===== src/hw/tim_defs.svh =====
`ifndef TIM_DEFS_SVH
`define TIM_DEFS_SVH

// ~~~~~~~~~~~~~~~~~~~~ memory geometry
`define TIM_BANKS 4 // word-interleaved banks
`define TIM_ROWS 64 // words per bank

// fixed at 64 to match the 8-bit byte strobe
`define TIM_DATA_BITS 64

`endif


===== src/hw/tim_pkg.sv =====
`include "tim_defs.svh"

package tim_pkg;

  // ~~~~~~~~~~~~~~~~~~~~ field widths
  localparam int bank_bits = $clog2(`TIM_BANKS);
  localparam int row_bits = $clog2(`TIM_ROWS);
  localparam int addr_bits = row_bits + bank_bits + 3; // bytes covered by the memory
  localparam int upper_bits = 32 - addr_bits;

  // ~~~~~~~~~~~~~~~~~~~~ byte address views
  typedef struct packed {
    logic [upper_bits-1:0] upper; // must be zero
    logic [row_bits-1:0] row;
    logic [bank_bits-1:0] bank; // low word bits pick the bank
    logic [2:0] offset; // byte in word, unused
  } tim_addr_fields_t;

  typedef union packed {
    logic [31:0] word;
    tim_addr_fields_t fields;
  } tim_addr_u;

endpackage


===== src/hw/tim_decode.sv =====
`timescale 1ns/1ps
`include "tim_defs.svh"

module tim_decode (
  input logic clock,
  input logic reset,
  input logic port0_valid,
  input logic [31:0] port0_addr,
  input logic [7:0] port0_wstrb,
  input logic [`TIM_DATA_BITS-1:0] port0_wdata,
  input logic port1_valid,
  input logic [31:0] port1_addr,
  input logic [7:0] port1_wstrb,
  input logic [`TIM_DATA_BITS-1:0] port1_wdata,
  output logic [`TIM_BANKS-1:0] bank_en0,
  output logic [`TIM_BANKS-1:0] bank_en1,
  output logic [tim_pkg::row_bits-1:0] row0,
  output logic [tim_pkg::row_bits-1:0] row1,
  output logic [7:0] strb0,
  output logic [7:0] strb1,
  output logic [`TIM_DATA_BITS-1:0] wdata0,
  output logic [`TIM_DATA_BITS-1:0] wdata1,
  output logic rsp_valid0,
  output logic rsp_valid1,
  output logic rsp_error0,
  output logic rsp_error1,
  output logic [tim_pkg::bank_bits-1:0] rsp_bank0,
  output logic [tim_pkg::bank_bits-1:0] rsp_bank1
);
  import tim_pkg::*;

  tim_addr_u addr0;
  tim_addr_u addr1;

  // nothing above the last row may be set
  function automatic logic in_range(input tim_addr_u addr);
    return (addr.word >> addr_bits) == 32'd0;
  endfunction

  function automatic logic [`TIM_BANKS-1:0] bank_select(input logic valid,
                                                      input tim_addr_u addr);
    logic [`TIM_BANKS-1:0] en;
    en = '0;
    if (valid && in_range(addr)) begin
      en[addr.fields.bank] = 1'b1; // one-hot and empty when out of range
    end
    return en;
  endfunction

  assign addr0.word = port0_addr;
  assign addr1.word = port1_addr;

  // ~~~~~~~~~~~~~~~~~~~~ bank controls
  assign bank_en0 = bank_select(port0_valid, addr0);
  assign bank_en1 = bank_select(port1_valid, addr1);

  assign row0 = addr0.fields.row; // broadcast to all banks
  assign row1 = addr1.fields.row;
  assign strb0 = port0_wstrb;
  assign strb1 = port1_wstrb;
  assign wdata0 = port0_wdata;
  assign wdata1 = port1_wdata;

  // ~~~~~~~~~~~~~~~~~~~~ response stage
  always_ff @(posedge clock) begin
    if (!reset) begin
      rsp_valid0 <= 1'b0;
      rsp_valid1 <= 1'b0;
      rsp_error0 <= 1'b0;
      rsp_error1 <= 1'b0;
      rsp_bank0 <= '0;
      rsp_bank1 <= '0;
    end else begin
      rsp_valid0 <= port0_valid;
      rsp_valid1 <= port1_valid;
      rsp_error0 <= port0_valid && !in_range(addr0);
      rsp_error1 <= port1_valid && !in_range(addr1);
      rsp_bank0 <= addr0.fields.bank; // picks the read word next cycle
      rsp_bank1 <= addr1.fields.bank;
    end
  end

endmodule


===== config.mk =====
export PLATFORM = sky130hd
export DESIGN_NAME = tim_decode
export DESIGN_NICKNAME = d
export VERILOG_FILES = /design/src/hw/tim_pkg.sv /design/src/hw/tim_decode.sv
export VERILOG_INCLUDE_DIRS = /design/src /design/src/hw
export SDC_FILE = /design/constraint.sdc
export NUM_CORES = 1
export LEC_CHECK = 0
export BUFFER_PORTS_ARGS = -buffer_cell sky130_fd_sc_hd__buf_2
export CAP_MARGIN = 0
export CORE_AREA = 2 2 149 151
export CTS_BUF_LIST = sky130_fd_sc_hd__clkbuf_4 sky130_fd_sc_hd__clkbuf_8
export DETAILED_ROUTE_END_ITERATION = 10
export DIE_AREA = 0 0 151 153
export GPL_TIMING_DRIVEN = 0
export PLACE_DENSITY = 0.4
export SYNTH_ARGS = -nofsm -noshare
export SYNTH_HDL_FRONTEND = slang
export SYNTH_SLANG_ARGS = --single-unit

===== constraint.sdc =====
create_clock -name clock -period 0.82 [get_ports clock]
set_input_delay 0.041 -clock clock [delete_from_list [all_inputs] [get_ports clock]]
set_output_delay 0.041 -clock clock [all_outputs]
set_load 0.05 [all_outputs]

==> run_results.csv <==
group,metric,value,unit
final_layout,diodes,0,
clocking,cts_made_buffers,3,
worst_hold_path,hp-class,"in2reg",
synth,post_synth_instance_area,1550,µm²
flow_run,maxCapViolations,0,
floorplanning,die-area,23100,µm²
global_route,grtUsageMet3,0.0146,
global_route,globalRouteOverflowTotal,0,
floorplanning,die_x,151,µm
timing,rsz0062_at_grt,"yes",
worst_hold_path,hold_path_end,"rsp_bank0[0]$_SDFF_PN0_",
timing,finalSetupViolCount,8,
clocking,cts_root_buf,"clkbuf_8",
global_route,antenna_found_initial,0,
routing,finalWirelength,7490,µm
timing,hold_violations,0,
final_layout,final_util,0.163,
timing,min_period,1220,ps
critical_path,required,780,ps
clocking,cts_sinks,8,
clocking,cts-htree-levels,1,
floorplanning,initial_core_util,0.0721,
global_route,grt_util_met1,0.0367,
pwr,ir_worst_vdd,0.482,mV
critical_path,setup.worst_path.class,"in2out",
final_layout,drive_gt1_frac,0.937,
timing,layout_setup_ws,-398,ps
routing,vias,1988,
pwr,p_leak,1.93,nW
routing,drt-wirelength-per-cell,10.5,µm
timing,slew-limit-headroom,0.790,
synth,synth_nets,414,
global_route,grt_util_all_layers,0.0544,
floorplanning,io_pins,384,
critical_path,crit_fanout,5,
floorplanning,num_rows,54,
synth,ys_seq_area_frac,0.103,
routing,final_antenna_net_count,0,
critical_path,slowest_stage,"nor4_4",
critical_path,cp-start-kind,"input port",
timing,min_period_over_period,1.49,
final_layout,area_delta_synth_final,126,%
synth,syn_avg_cell_area,7.67,µm²
critical_path,slowest_delay,250,ps
critical_path,path_cells,"buf_8 -> nor4_4 -> nand4_1 -> buf_6 -> buf_6 -> nor4_4 -> buf_6",
pwr,p_per_area,1060,nW/µm²
critical_path,crit_top_cell,"buf_6",
synth,ys_types,11,
synth,ys_ff_latch,8,
final_layout,final_cell_area,3500,µm²
clocking,cts_max_path_buffers,2,
place,dp.final_hpwl,7140,µm
routing,drt_iter0_drc,5,
worst_hold_path,hp-start,"port0_addr[3]",
floorplanning,die_h,153,µm
synth,yosys_warnings,0,
timing,worstMarginPinSlew,312,ps
clocking,clkTransAtPathRegs,40,ps
critical_path,critPathTopFamily,"buffers and inverters",
routing,vias_per_cell,2.80,
global_route,top_usage_layer,"met2",
pwr,fin_total_pwr,3.71,mW
clocking,tritoncts,"yes",
routing,drcViolationCount,0,
critical_path,endpoint_kind,"output pin",
clocking,ctsHoldBuffers,0,
synth,syn_inst,202,
outcome,violations,"negative setup slack",
worst_hold_path,hold_path_depth,2,
floorplanning,core_area,21500,µm²
routing,first_pass_iters,4,
timing,holdWs,60.0,ps
critical_path,crit_arrival,1180,ps
place,port_buffers,221,
global_route,grt_pass1_vias,1850,
global_route,grt_max_degree,7,
global_route,grt_pass1_wl,9540,µm
global_route,met2_usage,0.131,
timing,fmax,821,MHz
outcome,status,"finished with violations",
critical_path,critPathBufInv,4,
final_layout,fill_cells,2476,
timing,slew_violations,0,
place,placed_cell_area,3200,µm²
final_layout,layout.nets,644,
timing,finalSetupTns,-2600,ps
place,gp_congestion,0.711,
## where the power goes
part | internal, mW | switching (mW) | total, mW | leakage, nW
sequential | 0.412 | 0.00587 | 0.418 | 0.0667
clock | 0.318 | 0.158 | 0.476 | 0.0216
combinational | 0.912 | 1.90 | 2.81 | 1.84
total | 1.64 | 2.06 | 3.71 | 1.93
## metrics by stage
step           std cells  setup WS, ps
6_report             710          -398
5_1_grt              710          -449
4_1_cts              710          -407
3_5_place_dp         703          -977
3_3_place_gp         703          -983
2_1_floorplan        202          -644
## cell families (layout without fill, tap and decap cells)
kind of cell | count (synthesis) | count (layout) | share of synthesized area
compound gates | 2 | 2 | 0.00969
flops | 8 | 8 | 0.103
simple gates | 34 | 34 | 0.126
buf+inv | 158 | 386 | 0.761
## cells in the mapped netlist (all sizes together)
library cell | number | share of area
dfxtp | 8 | 0.10
and2 | 6 | 0.024
nor3 | 2 | 0.0065
o21a | 2 | 0.0097
buf | 156 | 0.76
nor4 | 16 | 0.065
inv | 2 | 0.0048
nand2b | 2 | 0.0081
nand4 | 2 | 0.0081
nor2 | 2 | 0.0048
nand2 | 4 | 0.0097
## repair_timing
| action | 4_1_cts | 5_1_grt |
|---|---|---|
| cloned | 0 | 0 |
| setup endpoints to repair | 17 | 11 |
| buffers inserted | 4 | 0 |
| resized for setup | 54 | 3 |
| pin swaps | 13 | 2 |
## flip-flops by register name, summed over array words and instances, names as in the netlist
| register | flops |
|---|---|
| rsp_bank0 | 2 |
| rsp_bank1 | 2 |
| rsp_error0 | 1 |
| rsp_error1 | 1 |
| rsp_valid0 | 1 |
| rsp_valid1 | 1 |
## cells in the final DEF (no fill, tap or decap), types with 3 or more instances in the layout
cell / instances
clkbuf_8: 3
buf_6: 19
dfxtp_1: 8
nor4_4: 16
buf_4: 163
buf_2: 195
buf_8: 3
and2_1: 6
## worst max path at each step
| stage | from | end | slack, ps | cells past startpoint |
|---|---|---|---|---|
| 6_report | port1_addr[25] | bank_en1[3] | -400 | 7 |
| 4_1_cts | port1_addr[25] | bank_en1[3] | -410 | 7 |
| 5_1_grt | port1_addr[14] | bank_en1[0] | -450 | 6 |
| 2_1_floorplan | port1_addr[25] | bank_en1[0] | -640 | 3 |
| 3_3_place_gp | port1_addr[14] | bank_en1[0] | -980 | 5 |
| 3_5_place_dp | port1_addr[14] | bank_en1[0] | -980 | 5 |
## layout make-up
cell class                      instances  area, µm²  share of cell area
Buffer                                156       1170               0.335
Clock buffer                            3       41.3              0.0118
Inverter                                2       7.51             0.00215
Multi-Input combinational cell         36        470               0.135
Sequential cell                         8        160              0.0458
Tap cell                              280        350               0.100
Timing Repair Buffer                  225       1290               0.370
## metal layers
metal  routed length (µm)  share of wire  vias to the layer above
met1                 1750           0.23                      823
met3                 1140           0.15                        5
li1                     -              -                      944
met2                 4540           0.61                      216
met4                   51         0.0068                        0
met5                    0              0                        -
Note: power is estimated with default switching activity, not from simulation.
