**src/hw/tim_defs.svh**
```systemverilog
`ifndef TIM_DEFS_SVH
`define TIM_DEFS_SVH

// ~~~~~~~~~~~~~~~~~~~~ memory geometry
`define TIM_BANKS 4 // word-interleaved banks
`define TIM_ROWS 64 // words per bank

// fixed at 64 to match the 8-bit byte strobe
`define TIM_DATA_BITS 64

`endif

```
**src/hw/tim_pkg.sv**
```systemverilog
`include "tim_defs.svh"

package tim_pkg;

  // ~~~~~~~~~~~~~~~~~~~~ field widths
  localparam int bank_bits = $clog2(`TIM_BANKS);
  localparam int row_bits = $clog2(`TIM_ROWS);
  localparam int addr_bits = row_bits + bank_bits + 3; // bytes covered by the memory
  localparam int upper_bits = 32 - addr_bits;

  // ~~~~~~~~~~~~~~~~~~~~ byte address views
  typedef struct packed {
    logic [upper_bits-1:0] upper; // must be zero
    logic [row_bits-1:0] row;
    logic [bank_bits-1:0] bank; // low word bits pick the bank
    logic [2:0] offset; // byte in word, unused
  } tim_addr_fields_t;

  typedef union packed {
    logic [31:0] word;
    tim_addr_fields_t fields;
  } tim_addr_u;

endpackage

```
**src/hw/tim_response.sv**
```systemverilog
`timescale 1ns/1ps
`include "tim_defs.svh"

module tim_response (
  input logic rsp_valid0,
  input logic rsp_valid1,
  input logic rsp_error0,
  input logic rsp_error1,
  input logic [tim_pkg::bank_bits-1:0] rsp_bank0,
  input logic [tim_pkg::bank_bits-1:0] rsp_bank1,
  input logic [`TIM_BANKS-1:0][`TIM_DATA_BITS-1:0] bank_rdata0,
  input logic [`TIM_BANKS-1:0][`TIM_DATA_BITS-1:0] bank_rdata1,
  output logic port0_ready,
  output logic [`TIM_DATA_BITS-1:0] port0_rdata,
  output logic port0_error,
  output logic port1_ready,
  output logic [`TIM_DATA_BITS-1:0] port1_rdata,
  output logic port1_error
);

  // ~~~~~~~~~~~~~~~~~~~~ port 0
  assign port0_ready = rsp_valid0; // one cycle after the request
  assign port0_error = rsp_valid0 && rsp_error0;
  assign port0_rdata = rsp_error0 ? '0 : bank_rdata0[rsp_bank0]; // no bank was read

  // ~~~~~~~~~~~~~~~~~~~~ port 1
  assign port1_ready = rsp_valid1;
  assign port1_error = rsp_valid1 && rsp_error1;
  assign port1_rdata = rsp_error1 ? '0 : bank_rdata1[rsp_bank1];

endmodule

```
**config.mk**
```make
export PLATFORM = sky130hd
export DESIGN_NAME = tim_response
export DESIGN_NICKNAME = d
export VERILOG_FILES = /design/src/hw/tim_pkg.sv /design/src/hw/tim_response.sv
export VERILOG_INCLUDE_DIRS = /design/src /design/src/hw
export SDC_FILE = /design/constraint.sdc
export NUM_CORES = 1
export LEC_CHECK = 0
export BUFFER_PORTS_ARGS = -buffer_cell sky130_fd_sc_hd__buf_2
export CAP_MARGIN = 30
export CELL_PAD_IN_SITES_DETAIL_PLACEMENT = 1
export CELL_PAD_IN_SITES_GLOBAL_PLACEMENT = 2
export CORE_AREA = 2 2 250 252
export DETAILED_ROUTE_END_ITERATION = 8
export DIE_AREA = 0 0 252 254
export PLACE_DENSITY_LB_ADDON = 0.1
export SLEW_MARGIN = 0
export SYNTH_ARGS = -nofsm -noshare
export SYNTH_HDL_FRONTEND = slang
export SYNTH_SLANG_ARGS = --single-unit
```
**constraint.sdc**
```tcl
create_clock -name vclk -period 1
set_input_delay 0.15 -clock vclk [all_inputs]
set_output_delay 0.15 -clock vclk [all_outputs]
set_load 0.05 [all_outputs]
```
==> impl_summary.txt, run 1 <==
----------------------------------------------------
[Placed design]
  Instance count after placement with tap cells included ... 1900
  Routability congestion estimate from global placement ... 0.790
  Standard cell area after detailed placement ... 9300 um^2
  Quantity of I/O buffers inserted on ports ... between 600 and 700
  Total half-perimeter wirelength after legalization and detailed placement ... 32900 um

[Die]
  Placement Rows ... 91
  Placeable core area ... 61300 um^2
  Horizontal die dimension ... 252 um
  Die area ... 64000 um^2
  Boundary Pins ... approximately 650
  Initial Utilization ... 0.0660
  Die boundary height ... 254 um

[Critical path]
  Worst setup path class ... input pin to primary output
  Critical Path Max Stage Delay ... 0.28 ns
  Crit path buffers/inverters ... 3
  Required time at the endpoint of the critical path ... 0.85 ns
  Worst endpoint data arrival time ... 1.22 ns
  CP Launch Type ... input pin
  Kind of end point of the critical path ... primary output
  Crit path cell chain ... buf_6 -> or2_4 -> buf_12 -> o22ai_1 -> buf_4
  Cell class contributing the biggest share of worst-path delay ... buffers and inverters
  CP max FO ... 37
  Max stage delay cell, worst path ... sky130_fd_sc_hd__or2_4

[Global route]
  Global-route wire length before repair ... 50800 um
  Vias in the first global route ... 7205
  GRT overflow ... 0
  Largest net degree at the start of global routing ... 38
  Number of antenna violations at the first check in global routing ... 11
  Global routing usage summed across all routing layers ... 0.107

[Logic synthesis]
  Number of nets in the synthesized netlist ... around 970
  Average cell area after synthesis ... about 9 um^2
  Distinct cell type count after synthesis ... 11
  Post-synthesis instance area ... 4040 um^2
  Gate count after technology mapping ... 448
  Warning count from the yosys run ... 0
  Portion of the post-synthesis area used by sequential elements ... 0

[Timing]
  Count of pins over their slew limit ... 0
  Setup total negative slack ... -39.40 ns
  Fin worst setup slack ... -0.367 ns
  Number of hold violations in the final report ... 0
  Final-report setup violation count ... 128
  Achievable frequency ... roughly 730 MHz
  Setup repair after global routing missed its margin ... true
  Final clock period utilization by the worst path ... 1.37
  Transition time at the pin with the least slew margin ... around 0.40 ns
  Worst slew margin relative to its limit ... 0.734
  Final Critical Period ... 1.37 ns

[Routing]
  Antenna Nets Post-Route ... 0
  Vias after detailed routing ... about 6.6k
  First drt pass iteration count ... 4
  DR WL/cell ... 20.3 um
  Detailed-route wire length ... about 39000 um
  Iter 0 DRT Violations ... approximately 110
  Post-detailed-route via-to-cell ratio ... 3.43
  Total DRC errors in the routed layout ... 0

[Final layout]
  Storage element area ... 0 um^2
  Fill cell instance count of the final layout ... between 7k and 8k
  Total of clock buffers placed in the layout ... 0
  Fraction of final layout cells sized beyond drive strength 1 ... 0.823
  Final standard cell utilization of the core ... 0.191
  Finished Cell Area ... 11700 um^2
  Net count, final ... 1659
  Synth-to-layout area growth ... 190%
  Seq Cell Count ... 0
  Non-filler cells in the finished layout ... 1935

[Pwr]
  Post-layout total power ... around 7.1 mW
  Pleak ... 5.47 nW
  Power density normalized to cell area ... 602 nW/um^2
  Peak VDD IR ... 0.240 mV

[Run status]
  Outcome ... finished with violations
  Violated checks ... negative setup slack

[Hold path]
  Worst hold path startpoint ... rsp_valid0
  Worst Hold Depth ... 2
  Class of the tightest hold or removal check ... input pin to primary output
  End point of the worst hold path ... port0_ready

[CTS]
  Post-CTS Hold Buffers ... 0

[Job]
  Max capacitance violation total ... 0

----------------------------------------------------
==> stage by stage <==
step,setup slack (ns),hold slack (ns)
5_1_grt,-0.406,0.610
3_3_place_gp,-0.482,0.603
3_5_place_dp,-0.488,0.601
6_report,-0.367,0.600
2_1_floorplan,-0.614,0.467
4_1_cts,-0.406,0.601
==> where the power goes <==
| part | internal (mW) | switching (mW) |
|---|---|---|
| Clock | 0.00000107 | 0 |
| Sequential | 0 | 0 |
| Combinational | 3.33 | 3.72 |
| Total | 3.33 | 3.72 |
==> synthesized netlist by cell type <==
master | instances | share of area
sky130_fd_sc_hd__buf_4 | 6 | 0.011
sky130_fd_sc_hd__mux2i_1 | 256 | 0.63
sky130_fd_sc_hd__nand2b_1 | 2 | 0.0031
sky130_fd_sc_hd__buf_12 | 16 | 0.079
sky130_fd_sc_hd__or2_1 | 2 | 0.0031
sky130_fd_sc_hd__buf_2 | 12 | 0.015
sky130_fd_sc_hd__buf_8 | 10 | 0.037
sky130_fd_sc_hd__and2_1 | 2 | 0.0031
sky130_fd_sc_hd__buf_6 | 2 | 0.0056
sky130_fd_sc_hd__o22ai_1 | 128 | 0.20
sky130_fd_sc_hd__clkbuf_1 | 12 | 0.011
==> cell usage in the layout, fill, tap and decap left out <==
master	count
sky130_fd_sc_hd__buf_4	57
sky130_fd_sc_hd__buf_6	89
sky130_fd_sc_hd__buf_16	8
sky130_fd_sc_hd__or2_4	2
sky130_fd_sc_hd__clkbuf_16	9
sky130_fd_sc_hd__o22ai_2	58
sky130_fd_sc_hd__buf_12	47
sky130_fd_sc_hd__o22ai_1	15
sky130_fd_sc_hd__mux2i_4	24
sky130_fd_sc_hd__mux2i_2	48
sky130_fd_sc_hd__and2_1	2
sky130_fd_sc_hd__o22ai_4	55
sky130_fd_sc_hd__buf_8	19
sky130_fd_sc_hd__buf_2	518
sky130_fd_sc_hd__mux2i_1	184
sky130_fd_sc_hd__nand2b_4	2
sky130_fd_sc_hd__diode_2	8
==> how the worst max path moves through the flow <==
stage / depth (start not counted) / end / startpoint
2_1_floorplan: 4 / port0_rdata[43] / rsp_bank0[0]
3_3_place_gp: 5 / port0_rdata[26] / rsp_bank0[1]
3_5_place_dp: 6 / port0_rdata[62] / rsp_bank0[0]
4_1_cts: 5 / port0_rdata[8] / rsp_bank0[0]
5_1_grt: 5 / port1_rdata[1] / rsp_bank1[0]
6_report: 5 / port0_rdata[0] / rsp_bank0[0]
==> cells by family (layout without fill, tap and decap cells) <==
family / Yosys count / in the layout / synth area share
buf+inv: 58 / 747 / 0.159
compound gates: 128 / 128 / 0.198
simple gates: 6 / 6 / 0.00928
mux: 256 / 256 / 0.634
other cells: 0 / 8 / 0
==> final cells by class <==
| class | count | area (um^2) | share of cell area |
|---|---|---|---|
| Timing Repair Buffer | 747 | 5690 | 0.486 |
| Multi-Input combinational cell | 390 | 5020 | 0.428 |
| Tap cell | 790 | 988 | 0.0843 |
| Antenna cell | 8 | 20.0 | 0.00171 |
==> metal layers <==
layer / global-route usage / part of all wire / vias to the layer above / wire [um]
met4: 0.0132 / 0.0064 / 6 / 253
met3: 0.0171 / 0.044 / 16 / 1740
met5: 0 / 0.0012 / - / 46
met1: 0.112 / 0.36 / 3165 / 14100
met2: 0.223 / 0.59 / 220 / 23200
li1: - / - / 3221 / -
==> timing repair <==
item                                    CTS  global route
pin swaps                                 1            10
endpoints found under the setup margin  128           128
cloned                                    3            11
resized for setup                       272           177
setup buffers                             3            10
(Power assumes the default switching activity.)
==> run 2: changes to the inputs <==
RECOVER_POWER = 100   (was unset)
SLEW_MARGIN = 5   (was 0)
==> run 2 against run 1 <==
The run still ends with negative setup slack left. Design area barely moved. Global-route usage unchanged. Non-clock buffer count is the same. Wire length hardly changed. Total power barely moved. Highest routed layer unchanged. Via count about the same. Count of clock-buffer cells in the layout did not move. Sequential share of layout area is the same. Combinational power about the same. Maximum frequency barely moved. Worst setup slack about the same.
==> impl_summary.txt, run 2 (synthesis gave the netlist of run 1 again) <==
----------------------------------------------------
[Placed design]
  Routability congestion estimate from global placement ... roughly 0.79
  Quantity of I/O buffers inserted on ports ... 652
  Total half-perimeter wirelength after legalization and detailed placement ... 32900 um
  Standard cell area after detailed placement ... 9300 um^2

[Final layout]
  Finished Cell Area ... 11700 um^2
  Storage element area ... 0 um^2
  Net count, final ... 1659
  Total of clock buffers placed in the layout ... 0
  Seq Cell Count ... 0
  Synth-to-layout area growth ... 190%
  Commonest non-fill, non-tap cell in the layout ... sky130_fd_sc_hd__buf_2
  Fraction of final layout cells sized beyond drive strength 1 ... 0.821
  Highest-count cells in the layout ignoring fill and taps ... sky130_fd_sc_hd__buf_2, sky130_fd_sc_hd__mux2i_1, sky130_fd_sc_hd__buf_6

[Timing]
  Final-report setup violation count ... ~130
  Setup repair after global routing missed its margin ... true
  Transition time at the pin with the least slew margin ... 0.596 ns
  Achievable frequency ... 732 MHz
  Final clock period utilization by the worst path ... 1.37
  Final Critical Period ... 1.37 ns
  Number of hold violations in the final report ... 0
  Fin worst setup slack ... -0.367 ns
  Setup total negative slack ... -39.40 ns
  Worst slew margin relative to its limit ... 0.604
  Count of pins over their slew limit ... 0

[Pwr]
  Post-layout total power ... 7.06 mW
  Peak VDD IR ... 0.240 mV
  Pleak ... 5.47 nW
  Power density normalized to cell area ... 602 nW/um^2

[Critical path]
  CP Launch Type ... input pin
  CP max FO ... 37
  Required time at the endpoint of the critical path ... 0.85 ns
  Worst endpoint data arrival time ... 1.22 ns
  Kind of end point of the critical path ... primary output
  Worst setup path class ... input pin to primary output

[Die]
  Boundary Pins ... 652
  Die boundary height ... approximately 250 um
  Initial Utilization ... 0.0660
  Placeable core area ... 61300 um^2
  Horizontal die dimension ... around 250 um
  Die area ... 64000 um^2
  Placement Rows ... around 90

[Routing]
  DR WL/cell ... 20.3 um
  Vias after detailed routing ... 6625
  First drt pass iteration count ... 4
  Total DRC errors in the routed layout ... 0
  Iter 0 DRT Violations ... 110
  Detailed-route wire length ... 39300 um
  Post-detailed-route via-to-cell ratio ... about 3.4
  Antenna Nets Post-Route ... 0

[Global route]
  Global routing usage summed across all routing layers ... 0.107
  Largest net degree at the start of global routing ... 38
  Vias in the first global route ... 7205
  GRT overflow ... 0
  Global-route wire length before repair ... 50800 um
  Number of antenna violations at the first check in global routing ... 11

[CTS]
  Post-CTS Hold Buffers ... 0

[Hold path]
  Class of the tightest hold or removal check ... input pin to primary output

[Job]
  Max capacitance violation total ... 0

[Run status]
  Outcome ... finished with violations
  Violated checks ... negative setup slack

----------------------------------------------------
run 2: changes by cell type in the layout (fill, tap and decap cells not counted), sizes merged:
| cell | delta |
|---|---|
| buf | -4 |
| clkbuf | +4 |
run 2: worst paths after layout:
kind / slack [ns] / to / cells after the start / start
hold / removal: 0.69 / port0_ready / 2 / rsp_valid0
setup / recovery: -0.37 / port0_rdata[0] / 5 / rsp_bank0[0]
run 2: final cells by class:
type | instances | area (um^2)
Fill cell | 7203 | 49500
Antenna cell | 8 | 20.0
Multi-Input combinational cell | 390 | 5020
Tap cell | 790 | 988
Timing Repair Buffer | 747 | 5690
run 2: worst max-delay path, cell delays in order:
cell and delay, ns:
sky130_fd_sc_hd__buf_6 0.09, sky130_fd_sc_hd__or2_4 0.28, sky130_fd_sc_hd__buf_12 0.21, sky130_fd_sc_hd__o22ai_1 0.22, sky130_fd_sc_hd__buf_4 0.23
run 2: per-stage QoR:
step / cells / setup slack (ns) / utilization / hold slack [ns]
2_1_floorplan: 448 / -0.614 / - / 0.467
3_3_place_gp: 1900 / -0.482 / 0.152 / 0.603
3_5_place_dp: 1900 / -0.488 / 0.152 / 0.601
4_1_cts: 1906 / -0.406 / 0.171 / 0.601
5_1_grt: 1935 / -0.406 / 0.191 / 0.697
6_report: 1935 / -0.367 / 0.191 / 0.685
run 2: layer usage:
layer	share of wire	track usage	up-vias	wire (um)
met4	0.0064	0.0132	6	253
met1	0.36	0.112	3160	14000
li1	-	-	3221	-
met2	0.59	0.223	222	23200
met5	0.0012	0	-	46
met3	0.044	0.0171	16	1740
run 2: timing repair:
item                                    in CTS  in global routing
buffers inserted                             3                 10
gates resized for setup                    272                177
pin swaps                                    1                 10
cloned                                       3                 11
endpoints found under the setup margin     128                128
run 2: report_power, final:
group / switching [mW] / total (mW) / internal, mW
clock network: 0 / 0.00000107 / 0.00000107
logic: 3.72 / 7.06 / 3.33
registers: 0 / 0 / 0
==> run 3: changes to the inputs <==
==> constraint.sdc (replaced) <==
create_clock -name vclk -period 1
set_input_delay 0.1 -clock vclk [all_inputs]
set_output_delay 0.1 -clock vclk [all_outputs]
set_load 0.05 [all_outputs]
==> run 3 against run 2 <==
The run still ends with negative setup slack left. Core utilization grew 2.3 points. Global-route usage increased by 0.34 points. Critical path depth is the same. Critical endpoint is now port0_rdata[44].
==> impl_summary.txt, run 3 (synthesis gave the netlist of run 1 again) <==
----------------------------------------------------
[Run status]
  Outcome ... finished with violations
  Violated checks ... negative setup slack

[Routing]
  Vias after detailed routing ... 6838
  DR WL/cell ... between 20 and 25 um
  Total DRC errors in the routed layout ... 0
  Detailed-route wire length ... 42400 um
  Antenna Nets Post-Route ... 0
  Iter 0 DRT Violations ... 152
  First drt pass iteration count ... 4
  Post-detailed-route via-to-cell ratio ... 3.47

[Die]
  Placeable core area ... 61300 um^2
  Die boundary height ... between 200 and 300 um
  Horizontal die dimension ... between 200 and 300 um
  Die area ... 64000 um^2
  Placement Rows ... 91
  Initial Utilization ... 0.0660
  Boundary Pins ... 652

[Final layout]
  Seq Cell Count ... 0
  Highest-count cells in the layout ignoring fill and taps ... sky130_fd_sc_hd__buf_2, sky130_fd_sc_hd__mux2i_1, sky130_fd_sc_hd__buf_6
  Final standard cell utilization of the core ... 0.214
  Fraction of final layout cells sized beyond drive strength 1 ... 0.870
  Total of clock buffers placed in the layout ... 0
  Net count, final ... 1694
  Fill cell instance count of the final layout ... 7095
  Storage element area ... 0 um^2
  Area used by multi-input combinational logic ... 5760 um^2
  Synth-to-layout area growth ... 224%
  Commonest non-fill, non-tap cell in the layout ... sky130_fd_sc_hd__buf_2

[Critical path]
  Worst endpoint data arrival time ... 1.16 ns
  CP max FO ... 8
  CP Launch Type ... input pin
  Kind of end point of the critical path ... primary output
  Required time at the endpoint of the critical path ... 0.90 ns
  Worst setup path class ... input pin to primary output

[Global route]
  GRT overflow ... 0
  Global routing usage summed across all routing layers ... 0.110
  Vias in the first global route ... between 7k and 8k
  Global-route wire length before repair ... 52300 um
  Largest net degree at the start of global routing ... 35
  Number of antenna violations at the first check in global routing ... 13

[Timing]
  Setup repair after global routing missed its margin ... true
  Final-report setup violation count ... 128
  Count of pins over their slew limit ... 0
  Fin worst setup slack ... -0.257 ns
  Achievable frequency ... 796 MHz
  Worst slew margin relative to its limit ... 0.606
  Hold Slack ... about 0.59 ns
  Number of hold violations in the final report ... 0
  Transition time at the pin with the least slew margin ... about 0.59 ns
  Final Critical Period ... 1.26 ns
  Final clock period utilization by the worst path ... 1.26

[CTS]
  Post-CTS Hold Buffers ... 0

[Pwr]
  Power density normalized to cell area ... 607 nW/um^2
  Peak VDD IR ... 0.176 mV
  Pleak ... about 5.8 nW

[Hold path]
  Class of the tightest hold or removal check ... input pin to primary output

[Job]
  Max capacitance violation total ... 0

[Placed design]
  Quantity of I/O buffers inserted on ports ... 652
  Total half-perimeter wirelength after legalization and detailed placement ... 33100 um
  Routability congestion estimate from global placement ... 0.765

----------------------------------------------------
run 3: routing by layer:
| layer | share of wire | wire length [um] | vias up | track usage |
|---|---|---|---|---|
| li1 | - | - | 3309 | - |
| met1 | 0.37 | 15700 | 3259 | 0.119 |
| met2 | 0.57 | 24200 | 250 | 0.226 |
| met3 | 0.053 | 2240 | 16 | 0.0216 |
| met4 | 0.0064 | 271 | 4 | 0.00761 |
| met5 | 0.00061 | 26 | - | 0 |
run 3: stage by stage:
| step | cells | setup TNS (ns) | power [mW] | cell area, um^2 | setup slack, ns |
|---|---|---|---|---|---|
| detailed placement | 1917 | -37.45 | 5.73 | 9450 | -0.421 |
| finish | 1970 | -25.55 | 7.97 | 13100 | -0.257 |
| global route | 1968 | -29.45 | 8.36 | 13100 | -0.285 |
| global placement | 1917 | -37.09 | 5.72 | 9450 | -0.448 |
| CTS | 1930 | -26.08 | 6.65 | 10800 | -0.276 |
| floorplan | 448 | -47.14 | 3.43 | 4650 | -0.514 |
run 3: where the power goes:
part / internal [mW] / total (mW) / switching [mW]
registers: 0 / 0 / 0
clock network: 0.00000107 / 0.00000107 / 0
logic: 3.88 / 7.97 / 4.09
run 3: critical path: stages:
cell and delay (ns):
sky130_fd_sc_hd__buf_8 0.10, sky130_fd_sc_hd__or2_4 0.34, sky130_fd_sc_hd__clkbuf_16 0.22, sky130_fd_sc_hd__o22ai_2 0.21, sky130_fd_sc_hd__buf_6 0.18
run 3: repair_timing:
item                                    4_1_cts  5_1_grt
gates cloned                                  6       25
pin swaps                                    10       33
resized for setup                           296      309
buffers inserted                              7        7
endpoints found under the setup margin      128      128
run 3: worst paths after layout:
kind / end / depth (start not counted) / start / slack, ns
worst min-delay path: port0_ready / 2 / rsp_valid0 / 0.59
worst max-delay path: port0_rdata[44] / 5 / rsp_error0 / -0.26
run 3: cell type report:
| class | instances | area share |
|---|---|---|
| diodes | 8 | 0.00153 |
| multi-input cells | 392 | 0.439 |
| well taps | 790 | 0.0753 |
| repair buffers | 780 | 0.484 |
